### src/verilog/dma_pkg.sv
// shared widths, device codes and strobe map of the dma engine
// only RAM, IDE and CRAM devices are supported

package dma_pkg;

    localparam int addr_w = 21;
    localparam int data_w = 16;

    // device codes from the control byte
    localparam logic [2:0] dev_ram  = 3'd1;
    localparam logic [2:0] dev_ide  = 3'd3;
    localparam logic [2:0] dev_cram = 3'd4;

    // control byte bits, device code sits in bits 2..0
    localparam int ctrl_wnr_bit   = 7;
    localparam int ctrl_salgn_bit = 5;
    localparam int ctrl_dalgn_bit = 4;
    localparam int ctrl_asz_bit   = 3;

    // cpu write strobes
    localparam int strb_saddr_l = 0;
    localparam int strb_saddr_h = 1;
    localparam int strb_saddr_x = 2;
    localparam int strb_daddr_l = 3;
    localparam int strb_daddr_h = 4;
    localparam int strb_daddr_x = 5;
    localparam int strb_len     = 6;
    localparam int strb_launch  = 7;
    localparam int strb_num     = 8;
    localparam int strb_cnt     = 9;

    localparam int fifo_depth = 2;
    localparam int fifo_ptr_w = $clog2(fifo_depth);
    localparam int fifo_cnt_w = $clog2(fifo_depth + 1);

    typedef struct packed {
        logic [addr_w-1:0] addr;
        logic              we;
        logic [data_w-1:0] wdata;
    } dram_req_t;

endpackage
### src/verilog/dma_sys.sv
// dma engine top: controller, request and read-data fifos, memory port
// memory must answer each accepted read with exactly one mem_rvalid
`timescale 1ns/1ps

module dma_sys
    import dma_pkg::*;
(
    input  logic                clk,
    input  logic                rst_n,
    input  logic [strb_cnt-1:0] port_wr,
    input  logic [7:0]          zdata,
    output logic                dma_act,
    input  logic [data_w-1:0]   ide_in,
    output logic [data_w-1:0]   ide_out,
    output logic                ide_req,
    output logic                ide_rnw,
    input  logic                ide_stb,
    output logic                cram_we,
    output logic [data_w-1:0]   cram_data,
    output logic [7:0]          wraddr,
    output logic                mem_valid,
    input  logic                mem_ready,
    output logic [addr_w-1:0]   mem_addr,
    output logic                mem_we,
    output logic [data_w-1:0]   mem_wdata,
    input  logic                mem_rvalid,
    input  logic [data_w-1:0]   mem_rdata
);

    // controller to request fifo
    logic                  req_valid;
    logic                  req_ready;
    dram_req_t             req_data;
    // request fifo to memory port
    logic                  q_req_valid;
    logic                  q_req_ready;
    dram_req_t             q_req_data;
    // memory port to read fifo
    logic                  rd_in_valid;
    logic                  rd_in_ready;
    logic [data_w-1:0]     rd_in_data;
    // read fifo to controller
    logic                  rd_valid;
    logic                  rd_ready;
    logic [data_w-1:0]     rd_data;
    logic [fifo_cnt_w-1:0] rd_used;
    logic [fifo_cnt_w-1:0] rd_space;

    // read fifo fill level, feeds the read credit of the memory port
    always_ff @(posedge clk)
    begin
        if (!rst_n)
            rd_used <= '0;
        else if ((rd_in_valid && rd_in_ready) && !(rd_valid && rd_ready))
            rd_used <= rd_used + 1'b1;
        else if ((rd_valid && rd_ready) && !(rd_in_valid && rd_in_ready))
            rd_used <= rd_used - 1'b1;
    end

    assign rd_space = fifo_cnt_w'(fifo_depth) - rd_used;

    dma_ctrl dma_ctrl_inst (
        .clk       (clk),
        .rst_n     (rst_n),
        .port_wr   (port_wr),
        .zdata     (zdata),
        .dma_act   (dma_act),
        .req_valid (req_valid),
        .req_ready (req_ready),
        .req_data  (req_data),
        .rd_valid  (rd_valid),
        .rd_ready  (rd_ready),
        .rd_data   (rd_data),
        .ide_in    (ide_in),
        .ide_out   (ide_out),
        .ide_req   (ide_req),
        .ide_rnw   (ide_rnw),
        .ide_stb   (ide_stb),
        .cram_we   (cram_we),
        .cram_data (cram_data),
        .wraddr    (wraddr)
    );

    dma_fifo #(.payload_t(dram_req_t)) req_fifo (
        .clk       (clk),
        .rst_n     (rst_n),
        .in_valid  (req_valid),
        .in_ready  (req_ready),
        .in_data   (req_data),
        .out_valid (q_req_valid),
        .out_ready (q_req_ready),
        .out_data  (q_req_data)
    );

    dram_port dram_port_inst (
        .clk        (clk),
        .rst_n      (rst_n),
        .req_valid  (q_req_valid),
        .req_ready  (q_req_ready),
        .req_data   (q_req_data),
        .rd_space   (rd_space),
        .mem_valid  (mem_valid),
        .mem_ready  (mem_ready),
        .mem_addr   (mem_addr),
        .mem_we     (mem_we),
        .mem_wdata  (mem_wdata),
        .mem_rvalid (mem_rvalid),
        .mem_rdata  (mem_rdata),
        .rd_valid   (rd_in_valid),
        .rd_data    (rd_in_data)
    );

    dma_fifo #(.payload_t(logic [data_w-1:0])) rd_fifo (
        .clk       (clk),
        .rst_n     (rst_n),
        .in_valid  (rd_in_valid),
        .in_ready  (rd_in_ready),
        .in_data   (rd_in_data),
        .out_valid (rd_valid),
        .out_ready (rd_ready),
        .out_data  (rd_data)
    );

endmodule

### src/verilog/dma_ctrl.sv
// dma sequencer: one word in flight, read phase then write phase
// device codes other than RAM, IDE and CRAM (write only) stall the transfer
`timescale 1ns/1ps

module dma_ctrl
    import dma_pkg::*;
(
    input  logic                clk,
    input  logic                rst_n,
    input  logic [strb_cnt-1:0] port_wr,
    input  logic [7:0]          zdata,
    output logic                dma_act,
    output logic                req_valid,
    input  logic                req_ready,
    output dram_req_t           req_data,
    input  logic                rd_valid,
    output logic                rd_ready,
    input  logic [data_w-1:0]   rd_data,
    input  logic [data_w-1:0]   ide_in,
    output logic [data_w-1:0]   ide_out,
    output logic                ide_req,
    output logic                ide_rnw,
    input  logic                ide_stb,
    output logic                cram_we,
    output logic [data_w-1:0]   cram_data,
    output logic [7:0]          wraddr
);

    logic [strb_cnt-1:0] wr_en;
    logic [2:0]          device;
    logic                ctl_wnr;
    logic                ctl_salgn;
    logic                ctl_dalgn;
    logic                ctl_asz;
    logic                phase;
    logic                req_sent;
    logic [7:0]          b_len;
    logic [7:0]          b_num;
    logic [7:0]          b_ctr;
    logic [8:0]          n_ctr;
    logic [8:0]          b_ctr_dec;
    logic                next_burst;
    logic [addr_w-1:0]   s_addr;
    logic [addr_w-1:0]   d_addr;
    logic [7:0]          s_low;
    logic [7:0]          d_low;
    logic [data_w-1:0]   data;
    logic                dv_ram;
    logic                dv_ide;
    logic                dv_crm;
    logic                state_rd;
    logic                state_wr;
    logic                state_mem;
    logic                state_dev;
    logic                req_xfer;
    logic                rd_xfer;
    logic                dev_stb;
    logic                phase_end;
    logic                cyc_end;

    // next word address; aligned mode restores the low byte and steps one line
    function automatic logic [addr_w-1:0] addr_step(
        input logic [addr_w-1:0] addr,
        input logic [7:0]        low,
        input logic              algn,
        input logic              asz,
        input logic              brst
    );
        logic [8:0]  inc_l;
        logic [7:0]  nxt_l;
        logic [1:0]  add_h;
        logic [13:0] nxt_h;
        logic        nxt_m;
        inc_l = {1'b0, addr[7:0]} + 9'd1;
        nxt_l = (algn && brst) ? low : inc_l[7:0];
        add_h = algn ? {brst && asz, brst && !asz} : {inc_l[8], 1'b0};
        nxt_h = addr[addr_w-1:7] + {12'd0, add_h};
        // bit 7 comes from the saved byte for 256-word lines
        nxt_m = algn ? (asz ? nxt_l[7] : nxt_h[0]) : inc_l[7];
        return {nxt_h[13:1], nxt_m, nxt_l[6:0]};
    endfunction

    // setup is locked while a transfer runs
    assign wr_en = port_wr & {strb_cnt{!dma_act}};

    assign dv_ram = (device == dev_ram);
    assign dv_ide = (device == dev_ide);
    assign dv_crm = (device == dev_cram) && ctl_wnr;

    assign state_rd  = !phase;
    assign state_wr  = phase;
    assign state_mem = dv_ram || (ctl_wnr ^ phase);
    assign state_dev = !dv_ram && (ctl_wnr ^ !phase);

    assign dma_act = !n_ctr[8];

    // device side
    assign ide_req   = dma_act && state_dev && dv_ide;
    assign ide_rnw   = state_rd;
    assign ide_out   = data;
    assign cram_we   = dma_act && state_dev && state_wr && dv_crm;
    assign cram_data = data;
    assign wraddr    = d_addr[7:0];
    assign dev_stb   = cram_we || (ide_req && ide_stb);

    // memory side, a single request per phase
    assign req_valid = dma_act && state_mem && !req_sent;
    assign req_xfer  = req_valid && req_ready;
    assign req_data  = '{addr: state_rd ? s_addr : d_addr, we: state_wr, wdata: data};
    assign rd_ready  = dma_act && state_mem && state_rd && req_sent;
    assign rd_xfer   = rd_valid && rd_ready;

    assign phase_end = state_mem ? (state_rd ? rd_xfer : req_xfer) : dev_stb;
    assign cyc_end   = state_wr && phase_end;

    assign b_ctr_dec  = {1'b0, b_ctr} - 9'd1;
    assign next_burst = b_ctr_dec[8];

    // control byte and phase
    always_ff @(posedge clk)
    begin
        if (!rst_n)
        begin
            device    <= '0;
            ctl_wnr   <= 1'b0;
            ctl_salgn <= 1'b0;
            ctl_dalgn <= 1'b0;
            ctl_asz   <= 1'b0;
            phase     <= 1'b0;
        end
        else if (wr_en[strb_launch])
        begin
            device    <= zdata[2:0];
            ctl_wnr   <= zdata[ctrl_wnr_bit];
            ctl_salgn <= zdata[ctrl_salgn_bit];
            ctl_dalgn <= zdata[ctrl_dalgn_bit];
            ctl_asz   <= zdata[ctrl_asz_bit];
            phase     <= 1'b0;
        end
        else if (phase_end)
        begin
            phase <= !phase;
        end
    end

    // read request issued, now waiting for its data
    always_ff @(posedge clk)
    begin
        if (!rst_n)
            req_sent <= 1'b0;
        else if (phase_end)
            req_sent <= 1'b0;
        else if (req_xfer)
            req_sent <= 1'b1;
    end

    // word and burst counters, n_ctr underflow ends the transfer
    always_ff @(posedge clk)
    begin
        if (!rst_n)
        begin
            n_ctr <= 9'h100;
        end
        else if (wr_en[strb_launch])
        begin
            b_ctr <= b_len;
            n_ctr <= {1'b0, b_num};
        end
        else if (cyc_end)
        begin
            b_ctr <= next_burst ? b_len : b_ctr_dec[7:0];
            n_ctr <= n_ctr - {8'd0, next_burst};
        end
    end

    always_ff @(posedge clk)
    begin
        if (wr_en[strb_len])
            b_len <= zdata;
        if (wr_en[strb_num])
            b_num <= zdata;
    end

    always_ff @(posedge clk)
    begin
        if (state_rd && phase_end)
            data <= state_mem ? rd_data : ide_in;
    end

    // source address
    always_ff @(posedge clk)
    begin
        if (state_rd && phase_end)
        begin
            s_addr <= addr_step(s_addr, s_low, ctl_salgn, ctl_asz, next_burst);
        end
        else
        begin
            if (wr_en[strb_saddr_l])
            begin
                s_addr[6:0] <= zdata[7:1];
                s_low[6:0]  <= zdata[7:1];
            end
            if (wr_en[strb_saddr_h])
            begin
                s_addr[12:7] <= zdata[5:0];
                s_low[7]     <= zdata[0];
            end
            if (wr_en[strb_saddr_x])
                s_addr[20:13] <= zdata;
        end
    end

    // destination address
    always_ff @(posedge clk)
    begin
        if (state_wr && phase_end)
        begin
            d_addr <= addr_step(d_addr, d_low, ctl_dalgn, ctl_asz, next_burst);
        end
        else
        begin
            if (wr_en[strb_daddr_l])
            begin
                d_addr[6:0] <= zdata[7:1];
                d_low[6:0]  <= zdata[7:1];
            end
            if (wr_en[strb_daddr_h])
            begin
                d_addr[12:7] <= zdata[5:0];
                d_low[7]     <= zdata[0];
            end
            if (wr_en[strb_daddr_x])
                d_addr[20:13] <= zdata;
        end
    end

endmodule

### src/verilog/dram_port.sv
// memory channel driver with a registered request stage
// read data is not stallable, so reads issue only against free read fifo space
`timescale 1ns/1ps

module dram_port
    import dma_pkg::*;
(
    input  logic                  clk,
    input  logic                  rst_n,
    input  logic                  req_valid,
    output logic                  req_ready,
    input  dram_req_t             req_data,
    input  logic [fifo_cnt_w-1:0] rd_space,
    output logic                  mem_valid,
    input  logic                  mem_ready,
    output logic [addr_w-1:0]     mem_addr,
    output logic                  mem_we,
    output logic [data_w-1:0]     mem_wdata,
    input  logic                  mem_rvalid,
    input  logic [data_w-1:0]     mem_rdata,
    output logic                  rd_valid,
    output logic [data_w-1:0]     rd_data
);

    // reads taken into the stage and not yet pushed to the read fifo
    logic [fifo_cnt_w-1:0] rd_out;
    logic                  credit_ok;
    logic                  stage_free;
    logic                  req_xfer;
    logic                  rd_issue;

    assign credit_ok  = (rd_out < rd_space);
    assign stage_free = !mem_valid || mem_ready;
    assign req_ready  = stage_free && (req_data.we || credit_ok);
    assign req_xfer   = req_valid && req_ready;
    assign rd_issue   = req_xfer && !req_data.we;

    always_ff @(posedge clk)
    begin
        if (!rst_n)
            mem_valid <= 1'b0;
        else if (req_xfer)
            mem_valid <= 1'b1;
        else if (mem_ready)
            mem_valid <= 1'b0;
    end

    always_ff @(posedge clk)
    begin
        if (req_xfer)
        begin
            mem_addr  <= req_data.addr;
            mem_we    <= req_data.we;
            mem_wdata <= req_data.wdata;
        end
    end

    // returned data goes one cycle later into the read fifo
    always_ff @(posedge clk)
    begin
        if (!rst_n)
            rd_valid <= 1'b0;
        else
            rd_valid <= mem_rvalid;
        rd_data <= mem_rdata;
    end

    always_ff @(posedge clk)
    begin
        if (!rst_n)
            rd_out <= '0;
        else if (rd_issue && !rd_valid)
            rd_out <= rd_out + 1'b1;
        else if (rd_valid && !rd_issue)
            rd_out <= rd_out - 1'b1;
    end

endmodule

### src/verilog/dma_fifo.sv
// small circular buffer, valid/ready on both sides
// a full fifo still takes a new entry in the cycle it hands one out
`timescale 1ns/1ps

module dma_fifo
    import dma_pkg::*;
#(
    parameter type payload_t = logic [data_w-1:0]
)
(
    input  logic     clk,
    input  logic     rst_n,
    input  logic     in_valid,
    output logic     in_ready,
    input  payload_t in_data,
    output logic     out_valid,
    input  logic     out_ready,
    output payload_t out_data
);

    payload_t                mem [fifo_depth];
    logic [fifo_ptr_w-1:0]   wr_ptr;
    logic [fifo_ptr_w-1:0]   rd_ptr;
    logic [fifo_cnt_w-1:0]   count;
    logic                    push;
    logic                    pop;

    function automatic logic [fifo_ptr_w-1:0] ptr_next(input logic [fifo_ptr_w-1:0] ptr);
        return (ptr == fifo_ptr_w'(fifo_depth - 1)) ? '0 : ptr + 1'b1;
    endfunction

    assign out_valid = (count != '0);
    assign in_ready  = (count != fifo_cnt_w'(fifo_depth)) || out_ready;
    assign push      = in_valid && in_ready;
    assign pop       = out_valid && out_ready;
    assign out_data  = mem[rd_ptr];

    always_ff @(posedge clk)
    begin
        if (push)
            mem[wr_ptr] <= in_data;
    end

    always_ff @(posedge clk)
    begin
        if (!rst_n)
        begin
            wr_ptr <= '0;
            rd_ptr <= '0;
            count  <= '0;
        end
        else
        begin
            if (push)
                wr_ptr <= ptr_next(wr_ptr);
            if (pop)
                rd_ptr <= ptr_next(rd_ptr);
            if (push && !pop)
                count <= count + 1'b1;
            else if (pop && !push)
                count <= count - 1'b1;
        end
    end

endmodule

### config.mk
export PLATFORM = sky130hd
export DESIGN_NAME = dma_sys
export DESIGN_NICKNAME = d
export VERILOG_FILES = /design/src/verilog/dma_pkg.sv /design/src/verilog/dma_sys.sv /design/src/verilog/dma_ctrl.sv /design/src/verilog/dram_port.sv /design/src/verilog/dma_fifo.sv
export SDC_FILE = /design/constraint.sdc
export NUM_CORES = 1
export LEC_CHECK = 0
export BUFFER_PORTS_ARGS = -buffer_cell sky130_fd_sc_hd__clkbuf_2
export CAP_MARGIN = 20
export CORE_ASPECT_RATIO = 0.75
export CORE_MARGIN = 5
export CORE_UTILIZATION = 30
export CTS_BUF_LIST = sky130_fd_sc_hd__clkbuf_16
export DETAILED_ROUTE_END_ITERATION = 10
export PLACE_DENSITY = 0.45
export SYNTH_ARGS = -nofsm -noshare
export SYNTH_HDL_FRONTEND = slang
export SYNTH_SLANG_ARGS = --single-unit
### constraint.sdc
create_clock -name clk -period 8.6 [get_ports clk]
set_input_delay 0.43 -clock clk [delete_from_list [all_inputs] [get_ports clk]]
set_output_delay 0.43 -clock clk [all_outputs]
set_load 0.02 [all_outputs]
* Word-level counts from Yosys, hierarchy flattened *
Memories as Yosys holds them, arrays and structs flattened. A register that Yosys moved wholly into a read port is not among the register bits.
Cells that the tools add are included.

storage, ports and cells
  register bits after elaboration = 184
  bits in writable memories = 108
  output and inout port bits = 83
  word-level logic and storage cells = 184
  memories kept = 2

memories
  name          depth  width  read ports  clocked after memory_dff  wr ports  line            RTL
  req_fifo.mem  2      38     1           1                         1         dma_fifo.sv:21  payload_t mem [fifo_depth];
  rd_fifo.mem   2      16     1           1                         1         dma_fifo.sv:21

cells by class
  add/sub/neg operators = 19
  $lt $le $gt $ge = 1
  equal/unequal tests = 5
  muxes and demuxes = 47
  bitwise logic cells = 6
  reduce and logical (&&, ||, !) cells = 68

operators by type and width
  cell                                                 number
  2-to-1 mux 21 bit                                    3
  2-to-1 mux 8 bit                                     7
  logical AND 1 bit                                    29
  adder 14 x 2 -> 14 bit                               2
  nonzero test 2 bit                                   13
  2-to-1 mux 1 bit                                     20
  2-to-1 mux 2 bit                                     10
  adder 8 x 1 -> 9 bit, second input constant          2
  2-to-1 mux 9 bit                                     2
  2-to-1 mux 16 bit                                    1
  2-to-1 mux 7 bit                                     2
  zero test 1 bit                                      13
  2-to-1 mux 6 bit                                     2
  AND reduction 2 bit                                  5
  bitwise AND 9 bit                                    1
  subtractor 8 x 1 -> 9 bit, second input constant     1
  subtractor 9 x 1 -> 9 bit                            1
  adder 2 x 1 -> 2 bit, second input constant          4
  subtractor 2 x 1 -> 2 bit, second input constant     4
  logical OR 1 bit                                     6
  adder 1 bit, second input constant                   4
  inequality test 2 bit, second input constant         2
  OR reduction 2 bit                                   2
  equality test 3 x 1 -> 1 bit, second input constant  1
  6 further kinds                                      9

* Logic depth before layout (Yosys ltp) *
  depth after elaboration = 11
  gate-level depth with buffers = 15
  gate-level depth less buffers = 13

* Hierarchy *
Synthesis repeated with hierarchy kept, for this count alone.

unflattened totals
  cells, all modules = 883
  area total of the unflattened synthesis = 12,490.7 um^2

modules (own cells, without submodules)
  module               times used  cells each  area each (um^2)  sequential area each (um^2)
  dma_ctrl             1           575         6,311.1           3,303.2
  dma_fifo (req_fifo)  1           142         2,982.9           2,382.3
  dram_port            1           80          1,681.6           1,541.5
  dma_fifo (rd_fifo)   1           74          1,401.3           1,061.0
  dma_sys              1           12          113.9             40.0

* Worst setup path before layout *
Ideal clock, no wire load.

  kind = register -> register
  start point = reg rd_used[0]
  end point = mem req_fifo.mem[0][0] (netlist bit) (enable)
  library setup time = 439 ps
  data arrival time = 3,286 ps
  data required time = 8,161 ps
  path slack = 4,875 ps
  stages on the path, launching flop included = 7
  path buffers = 0
  clock period less this slack = 3,725 ps
  cell sequence = dfxtp_1 -> xor2_1 -> ha_1 -> a21oi_1 -> o211ai_1 -> a21oi_1 -> nor2b_1

on the way
  longest elaborated chain between the ends = 8

RTL lines
  item                                    line             RTL
  from (decl)                             dma_sys.sv:46    logic [fifo_cnt_w-1:0] rd_used;
  from (signal assigned)                  dma_sys.sv:55    rd_used <= rd_used + 1'b1;
  from (signal assigned)                  dma_sys.sv:57    rd_used <= rd_used - 1'b1;
  subtractor 2 bit                        dma_sys.sv:60    assign rd_space = fifo_cnt_w'(fifo_depth) - rd_used;
  < comparator 2 bit                      dram_port.sv:32  assign credit_ok = (rd_out < rd_space);
  logical OR 1 bit                        dram_port.sv:34  assign req_ready = stage_free && (req_data.we || credit_ok);
  logical AND 1 bit                       dram_port.sv:34
  logical OR 1 bit                        dma_fifo.sv:33   assign in_ready = (count != fifo_cnt_w'(fifo_depth)) || out_ready;
  logical AND 1 bit                       --
  net dma_ctrl_inst.req_xfer              dma_ctrl.sv:55   logic req_xfer;
  2-to-1 mux 1 bit                        dma_fifo.sv:40   if (push)
  2-to-1 mux 1 bit (not written as such)  dma_fifo.sv:41   mem[wr_ptr] <= in_data;
  to (decl)                               dma_fifo.sv:21

The timed path passes the listed nets, and every way through them passes these cells.

* Worst setup path after layout *
  start point = reg dma_ctrl_inst.b_ctr[2]
  end point = reg dma_ctrl_inst.s_addr[19] (data pin)

on the way
  longest elaborated chain between the ends = 5
  elaborated cells on any way between the ends = 6
  those cells by class = add/sub (2); mux (2); reduce/logical (2)

RTL lines
  item                         line             RTL
  from (decl)                  dma_ctrl.sv:39   logic [7:0] b_ctr;
  from (signal assigned)       dma_ctrl.sv:166  b_ctr <= b_len;
  from (signal assigned)       dma_ctrl.sv:171  b_ctr <= next_burst ? b_len : b_ctr_dec[7:0];
  subtractor 8 x 1 -> 9 bit *  dma_ctrl.sv:116  assign b_ctr_dec = {1'b0, b_ctr} - 9'd1;
  logical AND 1 bit            dma_ctrl.sv:76   add_h = algn ? {brst && asz, brst && !asz} : {inc_l[8], 1'b0};
  2-to-1 mux 2 bit *           dma_ctrl.sv:76
  adder 14 x 2 -> 14 bit *     dma_ctrl.sv:77   nxt_h = addr[addr_w-1:7] + {12'd0, add_h};
  2-to-1 mux 21 bit *          dma_ctrl.sv:193  if (state_rd && phase_end)
  to (signal assigned)         dma_ctrl.sv:195  s_addr <= addr_step(s_addr, s_low, ctl_salgn, ctl_asz, next_burst);
  to (signal assigned)         dma_ctrl.sv:210  s_addr[20:13] <= zdata;
  to (decl)                    dma_ctrl.sv:43   logic [addr_w-1:0] s_addr;

Mark *: on every way between the ends. The rest lies on a longest branch, timed or not.
A chain may end at the register's enable or synchronous reset.

==> results_dict.tcl <==
set metrics [dict create \
    outcome "finished, final reports clean" \
    synth_edf_count 244 \
    finalPower_w 0.00385 \
    drt-initial-drc-count 453 \
    fin_crit_sh_pct 39.3 \
    avgSynthCellArea_um2 13.6 \
    synthTopCellsByCount "244 x edfxtp_1, 91 x nand2_1, 65 x o21ai_0" \
    fp.dieH_um 186 \
    final_cells 1580 \
    core_mm2 0.0407 \
    cts_tree "yes" \
    io-pin-count 137 \
    grtUsageTotal_pct 12.5 \
    ys_async_sr_fraction_pct 0 \
    drt_pre_antenna_iters 4 \
    drive_gt1_share_pct 25.1 \
    yosys-top-cells-area "edfxtp_1 59%, dfxtp_1 8.1%, mux2_2 5.4%, nand2_1 2.8%, o21ai_0 2.6%" \
    cts_buffers 31 \
    fillers 4001 \
    hold_class "in -> reg" \
    grt_pass1_vias 7228 \
    grt_pass1_wl_um 43900 \
    worst_ep_required_time_ns 8.87 \
    hpwl_um 19800 \
    yosys.area.top_type "edfxtp_1" \
    post_drt_wl_per_cell_um 18.4 \
    finClkSkew_ns 0.0150 \
    top_layer_used "met4" \
    numPortBuffers 136 \
    wl_met1_um 14200 \
    critPathMaxFanout 14 \
    tns_ns 0 \
    dp_slack_ns 5.09 \
    die_area_mm2 0.0453 \
    fp.dieW_um 244 \
    std_cell_rows 64 \
    relSlewSlack_pct 32.2 \
    postSynthCellCount 905 \
    yosys.cell_count.top_type "edfxtp_1" \
    wl_met2_um 13200 \
    start_kind "flop" \
    max_freq_mhz 296 \
    grt_antenna_before_repair 0 \
    route.detailed.drc 0 \
    yosysWarnings 0 \
    rsz0062_at_grt "false" \
    fin_ws_ns 5.22 \
    clk_pin_slew_ns 0.06 \
    antenna_left 0 \
    yosys_most_used_dff "edfxtp_1" \
    grt_max_degree 40 \
    vias 7174 \
    gr-total-overflow 0 \
    critPathKind "reg -> reg" \
    diodes 0 \
    start_util_pct 30.3 \
    cp-end-kind "flop" \
    cts_num_sinks 294 \
    synth.distinct_cells 57 \
    syn-cell-area_mm2 0.0123 \
    ys_ff_latch 294 \
    via_per_inst 4.54 \
    gp_congestion 0.788 \
    holdWs_ns 0.0976 \
    setup-violations-final 0 \
    synth.top_cell.area_share_pct 59.4 \
    drv_slew 0 \
    powerDensity_mw_per_mm2 266 \
    wl_um 29000 \
    dp.cells 1505 \
    area_delta_synth_final_pct 17.2 \
    ir_drop_uv 164 \
    finalHoldViolCount 0 \
    period_needed_ns 3.38 \
    nets 1097 \
    arrival_ns 3.65 \
    route.met3.wl_um 1080 \
    p_leak_nw 5.23 \
    ys_seq_area_share_pct 67.6 \
    cts_max_path_buffers 3 \
    post_cts_buffers 0 \
    clock-root-buffer "clkbuf_16" \
    drv_cap 0 \
    clk_latency_ns 0.56 \
    worst_pin_slew_ns 1.02 \
    syn_nets 974 \
    htreeDepth 1 \
]
layout make-up:
class,instances,area [um^2],area share (%)
Clock buffer,31,776,5.37
Timing Repair Buffer,163,941,6.52
Clock inverter,26,169,1.17
Sequential cell,294,8330,57.7
Tap cell,528,661,4.57
Multi-Input combinational cell,519,3490,24.2
Inverter,19,71.3,0.494
layer usage:
layer  track usage, %  up-vias
met5                0        -
met1             18.2     3512
li1                 -     3506
met3             2.48       38
met2             19.4      118
met4             2.82        0
logic make-up after synthesis:
| logic type | share of synthesized area, % |
|---|---|
| adder cells (fa/ha/maj) | 1.64 |
| XOR/XNOR | 3.76 |
| flip-flops | 67.6 |
| AO/OA/AOI/OAI | 6.94 |
| buffers and inverters | 4.16 |
| multiplexers | 6.85 |
| AND/OR/NAND/NOR | 9.08 |
final timing paths:
| path | from | end | slack (ns) | depth (start not counted) |
|---|---|---|---|---|
| worst min-delay path | mem_rvalid | dram_port_inst.rd_valid | 0.1 | 2 |
| worst max-delay path | dma_ctrl_inst.b_ctr[2] | dma_ctrl_inst.s_addr[19] | 5.22 | 12 |
| worst min register to register | dram_port_inst.rd_data[12] | rd_fifo.mem[0][12] | 0.42 | 0 |
| worst max register to register | dma_ctrl_inst.b_ctr[2] | dma_ctrl_inst.s_addr[19] | 5.22 | 12 |
flip-flops by register name (all words and copies together), names as in the netlist, 9 cells and up, named ones only:
signal and cells:
dram_port_inst.mem_addr 21, dma_ctrl_inst.s_addr 21, dma_ctrl_inst.n_ctr 9, dram_port_inst.mem_wdata 16, dram_port_inst.rd_data 16, req_fifo.mem 76, rd_fifo.mem 32, dma_ctrl_inst.d_addr 21
dma_ctrl_inst.cram_data 16
repair_timing:
item	CTS	global route
hold endpoints to repair	16	0
gates resized for setup	0	0
hold buffers	16	0
placed cells by master (no fill, tap or decap), types with 3 or more instances in the layout:
| master | instances |
|---|---|
| edfxtp_1 | 244 |
| clkbuf_2 | 136 |
| nand2_1 | 91 |
| o21ai_0 | 65 |
| mux2_2 | 59 |
| dfxtp_1 | 49 |
| nor2_1 | 45 |
| a21oi_1 | 35 |
| clkbuf_16 | 31 |
| xnor2_1 | 28 |
| inv_1 | 27 |
| nand3_1 | 24 |
| xor2_1 | 23 |
| and2_1 | 18 |
| mux2i_1 | 18 |
| dlygate4sd3_1 | 16 |
| a21boi_0 | 13 |
| ha_1 | 13 |
| nand4_1 | 10 |
| buf_4 | 9 |
| clkinv_1 | 8 |
| nor3_1 | 8 |
| nand2b_1 | 6 |
| or3_1 | 6 |
| or2_2 | 5 |
| clkinv_2 | 4 |
| o211ai_1 | 3 |
| o21a_1 | 3 |
| nand4b_1 | 3 |
| a31oi_1 | 3 |
| nor2b_1 | 3 |
per-stage QoR:
stage,cell area [um^2],utilization [%]
final,14400,35.5
after global placement,13300,32.7
after detailed placement,13300,32.7
after floorplan,12300,-
after global routing,14400,35.5
after CTS,14400,35.4
power breakdown:
part	internal, W	switching [W]
clock network	0.000710	0.000535
logic	0.000256	0.000413
registers	0.00180	0.000137
total	0.00276	0.00108
critical path: stages (launching register included):
cell and delay [ns]:
edfxtp_1 0.43, nor3_1 0.31, and4b_1 0.51, nand2_1 0.37, nor2_1 0.18, ha_1 0.20
fa_1 0.20, and3_1 0.20, nand3_1 0.14, nor2_1 0.19, nand4_1 0.13, xor2_1 0.13
o21ai_0 0.09
No activity file was read; power rests on OpenSTA's default activity.
